<file path="config.mk">
export PLATFORM = sky130hd
export DESIGN_NAME = sparcCore
export DESIGN_NICKNAME = d
export VERILOG_FILES = /design/src/sparcCorePkg.sv /design/src/aluUnit.sv /design/src/branchCond.sv /design/src/instrDecoder.sv /design/src/pcSequencer.sv /design/src/regFile.sv /design/src/sparcCore.sv
export SDC_FILE = /design/constraint.sdc
export NUM_CORES = 2
export LEC_CHECK = 0
export BUFFER_PORTS_ARGS = -buffer_cell sky130_fd_sc_hd__buf_2
export CAP_MARGIN = 20
export CORE_MARGIN = 4
export CORE_UTILIZATION = 45
export CTS_CLUSTER_DIAMETER = 200
export CTS_CLUSTER_SIZE = 20
export DETAILED_ROUTE_END_ITERATION = 7
export GPL_TIMING_DRIVEN = 0
export SETUP_SLACK_MARGIN = 0.5
export SYNTH_ARGS = -nofsm -noshare
export SYNTH_HDL_FRONTEND = slang
export SYNTH_SLANG_ARGS = --single-unit
</file>
<file path="constraint.sdc">
create_clock -name Clk -period 17.4 [get_ports Clk]
set_input_delay 3.48 -clock Clk [delete_from_list [all_inputs] [get_ports Clk]]
set_output_delay 3.48 -clock Clk [all_outputs]
set_load 0.05 [all_outputs]
</file>
<file path="src/sparcCorePkg.sv">
package sparcCorePkg;

    typedef logic [31:0] word_t;     // Data or address word
    typedef logic [4:0]  regAddr_t;  // Register index

    // ALU operations; passB carries the SETHI operand straight through
    typedef enum logic [3:0] {
        aluAdd   = 4'd0,
        aluAddx  = 4'd1,
        aluSub   = 4'd2,
        aluSubx  = 4'd3,
        aluAnd   = 4'd4,
        aluAndn  = 4'd5,
        aluOr    = 4'd6,
        aluOrn   = 4'd7,
        aluXor   = 4'd8,
        aluXnor  = 4'd9,
        aluSll   = 4'd10,
        aluSrl   = 4'd11,
        aluSra   = 4'd12,
        aluPassB = 4'd13
    } aluOp_t;

    // Integer condition codes, same bit order as the PSR icc field
    typedef struct packed {
        logic n;
        logic z;
        logic v;
        logic c;
    } ccFlags_t;

    // Decoded control for the instruction at pc
    typedef struct packed {
        aluOp_t      aluOp;
        logic        useImm;    // simm13 as second operand
        logic        modifyCC;  // Load icc from ALU flags
        logic        rfEnable;  // Register file write
        logic        isCall;
        logic        isBranch;
        logic        annulBit;  // Squash the delay slot
        logic [3:0]  cond;      // Bicc condition field
        logic        sethi;
    } ctrl_t;

    localparam regAddr_t LinkReg = 5'd15;  // CALL return address register

    // Instruction bits 31:30
    localparam logic [1:0] opBranchSethi = 2'b00;
    localparam logic [1:0] opCall        = 2'b01;
    localparam logic [1:0] opArith       = 2'b10;

    // Instruction bits 24:22 when op is 00
    localparam logic [2:0] op2Sethi = 3'b100;

endpackage
</file>
<file path="src/aluUnit.sv">
`timescale 1ns/1ps

module aluUnit import sparcCorePkg::*; (
    input  ctrl_t    ctrl,
    input  word_t    instr,
    input  word_t    rs1Data,
    input  word_t    rs2Data,
    input  logic     carryIn,   // icc.c
    output word_t    result,
    output ccFlags_t flags
);

    word_t       simm13;
    word_t       imm22;
    word_t       opB;
    logic        carryTerm;
    logic [32:0] sum;
    logic [32:0] diff;
    logic [4:0]  shamt;

    assign simm13 = {{19{instr[12]}}, instr[12:0]};
    assign imm22  = {instr[21:0], 10'b0};  // SETHI value

    assign opB = ctrl.sethi  ? imm22  :
                 ctrl.useImm ? simm13 : rs2Data;

    assign carryTerm = ((ctrl.aluOp == aluAddx) || (ctrl.aluOp == aluSubx)) ? carryIn : 1'b0;

    // Extra bit gives carry out, or borrow for subtract
    assign sum  = {1'b0, rs1Data} + {1'b0, opB} + {32'b0, carryTerm};
    assign diff = {1'b0, rs1Data} - {1'b0, opB} - {32'b0, carryTerm};

    assign shamt = opB[4:0];

    always_comb
    begin
        flags = '0;
        case (ctrl.aluOp)
            aluAdd, aluAddx:
            begin
                result  = sum[31:0];
                flags.c = sum[32];
                flags.v = (rs1Data[31] == opB[31]) && (result[31] != rs1Data[31]);
            end
            aluSub, aluSubx:
            begin
                result  = diff[31:0];
                flags.c = diff[32];  // Borrow
                flags.v = (rs1Data[31] != opB[31]) && (result[31] != rs1Data[31]);
            end
            aluAnd:  result = rs1Data & opB;
            aluAndn: result = rs1Data & ~opB;
            aluOr:   result = rs1Data | opB;
            aluOrn:  result = rs1Data | ~opB;
            aluXor:  result = rs1Data ^ opB;
            aluXnor: result = ~(rs1Data ^ opB);
            aluSll:  result = rs1Data << shamt;
            aluSrl:  result = rs1Data >> shamt;
            aluSra:  result = word_t'($signed(rs1Data) >>> shamt);
            default: result = opB;  // passB
        endcase
        flags.n = result[31];
        flags.z = (result == '0);
    end

endmodule

</file>
<file path="src/branchCond.sv">
`timescale 1ns/1ps

module branchCond import sparcCorePkg::*; (
    input  logic     Clk,
    input  logic     rst,
    input  ctrl_t    ctrl,
    input  ccFlags_t aluFlags,
    output ccFlags_t icc,
    output logic     taken
);

    logic condMet;
    logic baseCond;

    always_ff @(posedge Clk)
    begin
        if (rst)
        begin
            icc <= '0;
        end
        else if (ctrl.modifyCC)
        begin
            icc <= aluFlags;
        end
    end

    // cond[3] selects the complement of the cond[2:0] test
    always_comb
    begin
        case (ctrl.cond[2:0])
            3'b000:  baseCond = 1'b0;                           // bn / ba
            3'b001:  baseCond = icc.z;                          // be / bne
            3'b010:  baseCond = icc.z | (icc.n ^ icc.v);        // ble / bg
            3'b011:  baseCond = icc.n ^ icc.v;                  // bl / bge
            3'b100:  baseCond = icc.c | icc.z;                  // bleu / bgu
            3'b101:  baseCond = icc.c;                          // bcs / bcc
            3'b110:  baseCond = icc.n;                          // bneg / bpos
            default: baseCond = icc.v;                          // bvs / bvc
        endcase
        condMet = baseCond ^ ctrl.cond[3];
    end

    assign taken = ctrl.isBranch & condMet;

endmodule

</file>
<file path="src/instrDecoder.sv">
`timescale 1ns/1ps

module instrDecoder import sparcCorePkg::*; (
    input  word_t instr,
    input  logic  squash,   // Annulled delay slot
    output ctrl_t ctrl
);

    localparam logic [2:0] op2Bicc = 3'b010;

    logic [1:0] op;
    logic [2:0] op2;
    logic [5:0] op3;
    logic       isNop;
    logic       supported;
    logic       shiftGroup;
    ctrl_t      decoded;

    assign op  = instr[31:30];
    assign op2 = instr[24:22];
    assign op3 = instr[24:19];

    assign isNop = (instr == '0);

    // Low op3 nibbles shared by the negated logic ops and the shifts
    assign shiftGroup = (op3[3:0] == 4'h5) || (op3[3:0] == 4'h6) || (op3[3:0] == 4'h7);

    always_comb
    begin
        decoded   = '0;
        supported = 1'b0;
        case (op)
            opCall:
            begin
                decoded.isCall   = 1'b1;
                decoded.rfEnable = 1'b1;  // r15 gets pc
                supported        = 1'b1;
            end
            opBranchSethi:
            begin
                if (op2 == op2Sethi)
                begin
                    decoded.sethi    = 1'b1;
                    decoded.aluOp    = aluPassB;
                    decoded.rfEnable = 1'b1;
                    supported        = 1'b1;
                end
                else if (op2 == op2Bicc)
                begin
                    decoded.isBranch = 1'b1;
                    decoded.annulBit = instr[29];
                    decoded.cond     = instr[28:25];
                    supported        = 1'b1;
                end
            end
            opArith:
            begin
                decoded.useImm   = instr[13];
                decoded.modifyCC = op3[4];  // cc variants
                decoded.rfEnable = 1'b1;
                supported        = 1'b1;
                case (op3[3:0])
                    4'h0: decoded.aluOp = aluAdd;
                    4'h8: decoded.aluOp = aluAddx;
                    4'h4: decoded.aluOp = aluSub;
                    4'hC: decoded.aluOp = aluSubx;
                    4'h1: decoded.aluOp = aluAnd;
                    4'h5: decoded.aluOp = op3[5] ? aluSll : aluAndn;
                    4'h2: decoded.aluOp = aluOr;
                    4'h6: decoded.aluOp = op3[5] ? aluSrl : aluOrn;
                    4'h3: decoded.aluOp = aluXor;
                    4'h7: decoded.aluOp = op3[5] ? aluSra : aluXnor;
                    default: supported = 1'b0;  // mul, div and friends
                endcase
                // Upper op3 half only holds the three plain shifts here
                if (op3[5] && (op3[4] || !shiftGroup))
                begin
                    supported = 1'b0;
                end
            end
            default:
            begin
                supported = 1'b0;  // Loads and stores
            end
        endcase
    end

    // Anything not executed leaves no trace
    assign ctrl = (squash || isNop || !supported) ? '0 : decoded;

endmodule

</file>
<file path="src/pcSequencer.sv">
`timescale 1ns/1ps

module pcSequencer import sparcCorePkg::*; #(
    parameter word_t ResetPc = 32'h0000_0000
) (
    input  logic  Clk,
    input  logic  rst,
    input  ctrl_t ctrl,
    input  word_t instr,
    input  logic  taken,
    output word_t pc,
    output logic  squash
);

    word_t npc;
    word_t disp;
    word_t target;
    logic  annul;

    // Word displacement scaled to bytes
    assign disp = ctrl.isCall ? {instr[29:0], 2'b00}
                              : {{8{instr[21]}}, instr[21:0], 2'b00};

    assign target = pc + disp;

    always_ff @(posedge Clk)
    begin
        if (rst)
        begin
            pc    <= ResetPc;
            npc   <= ResetPc + 32'd4;
            annul <= 1'b0;
        end
        else
        begin
            pc <= npc;  // Delay slot comes next
            if (ctrl.isCall || taken)
            begin
                npc <= target;
            end
            else
            begin
                npc <= npc + 32'd4;
            end
            annul <= ctrl.isBranch & ctrl.annulBit;  // Taken or not
        end
    end

    assign squash = annul;

endmodule

</file>
<file path="src/regFile.sv">
`timescale 1ns/1ps

module regFile import sparcCorePkg::*; (
    input  logic     Clk,
    input  regAddr_t rs1,
    input  regAddr_t rs2,
    output word_t    rs1Data,
    output word_t    rs2Data,
    input  logic     wrEn,
    input  regAddr_t wrReg,
    input  word_t    wrData
);

    word_t regs [1:31];  // r0 has no storage

    always_ff @(posedge Clk)
    begin
        if (wrEn && (wrReg != '0))
        begin
            regs[wrReg] <= wrData;
        end
    end

    // Combinational reads, r0 reads as zero
    assign rs1Data = (rs1 == '0) ? '0 : regs[rs1];
    assign rs2Data = (rs2 == '0) ? '0 : regs[rs2];

endmodule

</file>
<file path="src/sparcCore.sv">
`timescale 1ns/1ps

module sparcCore import sparcCorePkg::*; #(
    parameter word_t ResetPc = 32'h0000_0000
) (
    input  logic     Clk,
    input  logic     rst,
    input  word_t    instr,   // Instruction at pc
    output word_t    pc,
    output logic     wbEn,
    output regAddr_t wbReg,
    output word_t    wbData,
    output ccFlags_t icc
);

    ctrl_t    ctrl;
    logic     squash;
    logic     taken;
    word_t    rs1Data;
    word_t    rs2Data;
    word_t    aluResult;
    ccFlags_t aluFlags;

    instrDecoder decoder (
        .instr  (instr),
        .squash (squash),
        .ctrl   (ctrl)
    );

    regFile regs (
        .Clk     (Clk),
        .rs1     (instr[18:14]),
        .rs2     (instr[4:0]),
        .rs1Data (rs1Data),
        .rs2Data (rs2Data),
        .wrEn    (wbEn),
        .wrReg   (wbReg),
        .wrData  (wbData)
    );

    aluUnit alu (
        .ctrl    (ctrl),
        .instr   (instr),
        .rs1Data (rs1Data),
        .rs2Data (rs2Data),
        .carryIn (icc.c),    // For addx and subx
        .result  (aluResult),
        .flags   (aluFlags)
    );

    branchCond branch (
        .Clk      (Clk),
        .rst      (rst),
        .ctrl     (ctrl),
        .aluFlags (aluFlags),
        .icc      (icc),
        .taken    (taken)
    );

    pcSequencer #(
        .ResetPc (ResetPc)
    ) sequencer (
        .Clk    (Clk),
        .rst    (rst),
        .ctrl   (ctrl),
        .instr  (instr),
        .taken  (taken),
        .pc     (pc),
        .squash (squash)
    );

    // Write-back select; CALL saves its own address in r15
    assign wbEn   = ctrl.rfEnable;
    assign wbReg  = ctrl.isCall ? LinkReg : instr[29:25];
    assign wbData = ctrl.isCall ? pc : aluResult;

endmodule

</file>
==> results.ini <==
[outcome]
status = finished, final reports clean

[placement]
dp_cells = 6734
io_buffers = 104
dp_hpwl_microns = 249000
gp_congestion = 1.06

[synthesis]
postSynthAreaPerCell_sq_um = 13.4
synth_cell_types = 120
synthArstFlopShare_pct = 0
ys_warn_count = 0
synth_edf_count = 992
ys_ff_latch = 1061
synth_fp_nets = 4805
synth_top_cell_by_area = edfxtp_1
ys.flop_type = edfxtp_1
synth_top_cells_by_area = edfxtp_1 48%, mux4_2 17%, mux2i_1 3.0%, ha_1 2.5%, dfxtp_1 2.2%
synth_top_area_share_pct = 48.0
yosysSeqAreaShare_pct = 50.3
syn-cell-area_sq_um = 62000
postSynthCellCount = 4640

[setup_path]
end_kind = output pin
path_buf_inv = 12
setup.worst_path.class = in -> out
crit_fanout = 32
worstSetupStartpointType = input port
critPathRequiredTime_ps = 13920
cp_common_cell = buf_2
cp.arrival_ps = 13640
slowest_stage = o32ai_2
critical-path-top-delay-family = buffers and inverters
max_stage_delay_ps = 980

[power_and_ir_drop]
ir_drop_v = 0.000108
leakagePower_nw = 24.0
powerDensity_nw_per_um2 = 103

[layout]
instances_no_fill = 6831
area_delta_synth_final_pct = 12.8
fin_util_pct = 51.4
fillers = 11601
nets = 5189
drive_gt1_share_pct = 25.0

[sta]
final.period_utilization_pct = 98.4
hold_violations = 0
finClkSkew_ps = 78.5
hold_ws_ps = 452
grt_setup_unrepaired = no
worstMarginPinSlew_ps = 1320
final_max_slew_viol_count = 0
relSlewSlack_pct = 12.1
fmax_ghz = 0.0584
setup_viol = 0
tns_ps = 0
layout_min_cycle_time_ps = 17120

[grt]
grt_pass1_vias = 47660
grt_util_met2_pct = 66.4
grt_max_degree = 33
grt_usage_pct = 45.1
grt_pass1_wl_microns = 431000
antenna_found_initial = 30
grtUsageMet3_pct = 15.9
grt_overflow = 0
grt-busiest-layer = met2
gr-usage-met1_pct = 53.5

[routing]
drc = 0
first_pass_iters = 6
routed_wl_microns = 329000
dr.first_iter.drc_count = 9010
num_vias = 51205
ant_nets = 0
via_per_inst = 7.50
wl_per_cell_microns = 48.2

[cts]
post_cts_buffers = 0
numCtsBuffers = 59
root_buffer = clkbuf_16
htreeDepth = 2
clock_sinks = 1061
cts.reportedPaths.clkPinSlew_ps = 80
clk_path_buf_depth = 3
holdBufCountCts = 0
cts_tree = built
insertion_delay_ps = 760

[die]
io_pins = 108
core-area_sq_um = 136000
die_x_microns = 379
start_util_pct = 45.6
num_rows = 135
dieHeight_microns = 379
die-area_sq_um = 144000

[worst_hold_path]
worst_hold_path_type = reg -> reg

[job]
cap_violations = 0

## cells by family (layout without fill, tap and decap cells)
family / after synthesis / in the layout / share of synthesized area (%)
XOR/XNOR: 103 / 103 / 1.45
multiplexers: 726 / 726 / 21.4
AO/OA/AOI/OAI: 1051 / 1051 / 11.8
flip-flops: 1061 / 1061 / 50.3
adder cells (fa/ha/maj): 143 / 143 / 2.90
other: 0 / 14 / 0
buffers and inverters: 463 / 859 / 3.67
AND/OR/NAND/NOR: 1093 / 1093 / 8.51
## flip-flops by register name, summed over array words and instances, names as in the netlist
name / count
branch.icc: 4
regs.regs: 992
sequencer.npc: 32
sequencer.pc: 32
sequencer.squash: 1
## stage by stage
stage	setup slack (ps)	power (mW)	area, sq um
final	277	7.21	70000
after global routing	510	7.31	69900
after CTS	703	7.04	69800
after detailed placement	-1070	5.62	68100
after global placement	-4030	5.49	64800
after floorplan	2370	4.51	62000
## placed cells by master (no fill, tap or decap), types with 126 or more instances in the layout
master and n:
mux2i_1 185, o21ai_0 154, edfxtp_1 992, a21oi_1 227, mux4_2 467, ha_1 126
nand2_1 297, clkbuf_1 141, buf_2 205, nor2_1 279
## final cells by class
class	count	area, sq um	area share [%]
Sequential cell	1061	31200	44.5
Multi-Input combinational cell	3116	29100	41.5
Timing Repair Buffer	323	3570	5.11
Tap cell	1781	2230	3.18
Buffer	345	1880	2.68
Clock buffer	68	1510	2.16
Inverter	118	444	0.635
Clock inverter	5	87.6	0.125
Antenna cell	14	35.0	0.0501
## worst min-delay path: stages, from the launching register on
cell     delay, ps
dfxtp_1        310
nand2_1         50
a21oi_1         50
## cell usage after synthesis, types with 38 or more instances
library cell  count
a211oi_1         94
a21oi_1         233
a31oi_1          44
and3_1           46
buf_2            93
clkbuf_1        154
dfxtp_1          69
edfxtp_1        992
ha_1            126
inv_1           105
mux2_2           60
mux2i_1         185
mux4_2          467
nand2_1         297
nand3_1          99
nor2_1          297
nor2b_1          62
nor3_1           87
o211ai_1         47
o21a_1           38
o21ai_0         165
xnor2_1          73
## final timing paths
check              startpoint          endpoint  slack [ps]  cells past startpoint
max                  instr[2]        wbData[26]         280                     26
min          sequencer.npc[1]  sequencer.npc[1]         450                      2
max reg2reg  sequencer.squash     branch.icc[2]        7700                     28
min reg2reg  sequencer.npc[1]  sequencer.npc[1]         450                      2
## per-layer routing
layer	routed length (microns)	share of wire, %	vias up
met5	149	0.045	-
met4	34600	11	18
met3	44000	13	1290
met2	141000	43	4619
met1	109000	33	25915
li1	-	-	19363
## power breakdown
group	leakage (nW)	internal [mW]	switching, mW
logic	13.7	0.753	1.86
registers	9.48	3.10	0.0161
clock network	0.777	0.618	0.867
## timing repair
action,in CTS,in global routing
resized for setup,13,16
setup endpoints to repair,20,6
hold endpoints to repair,0,0
Note: power is estimated with default switching activity, not from simulation.
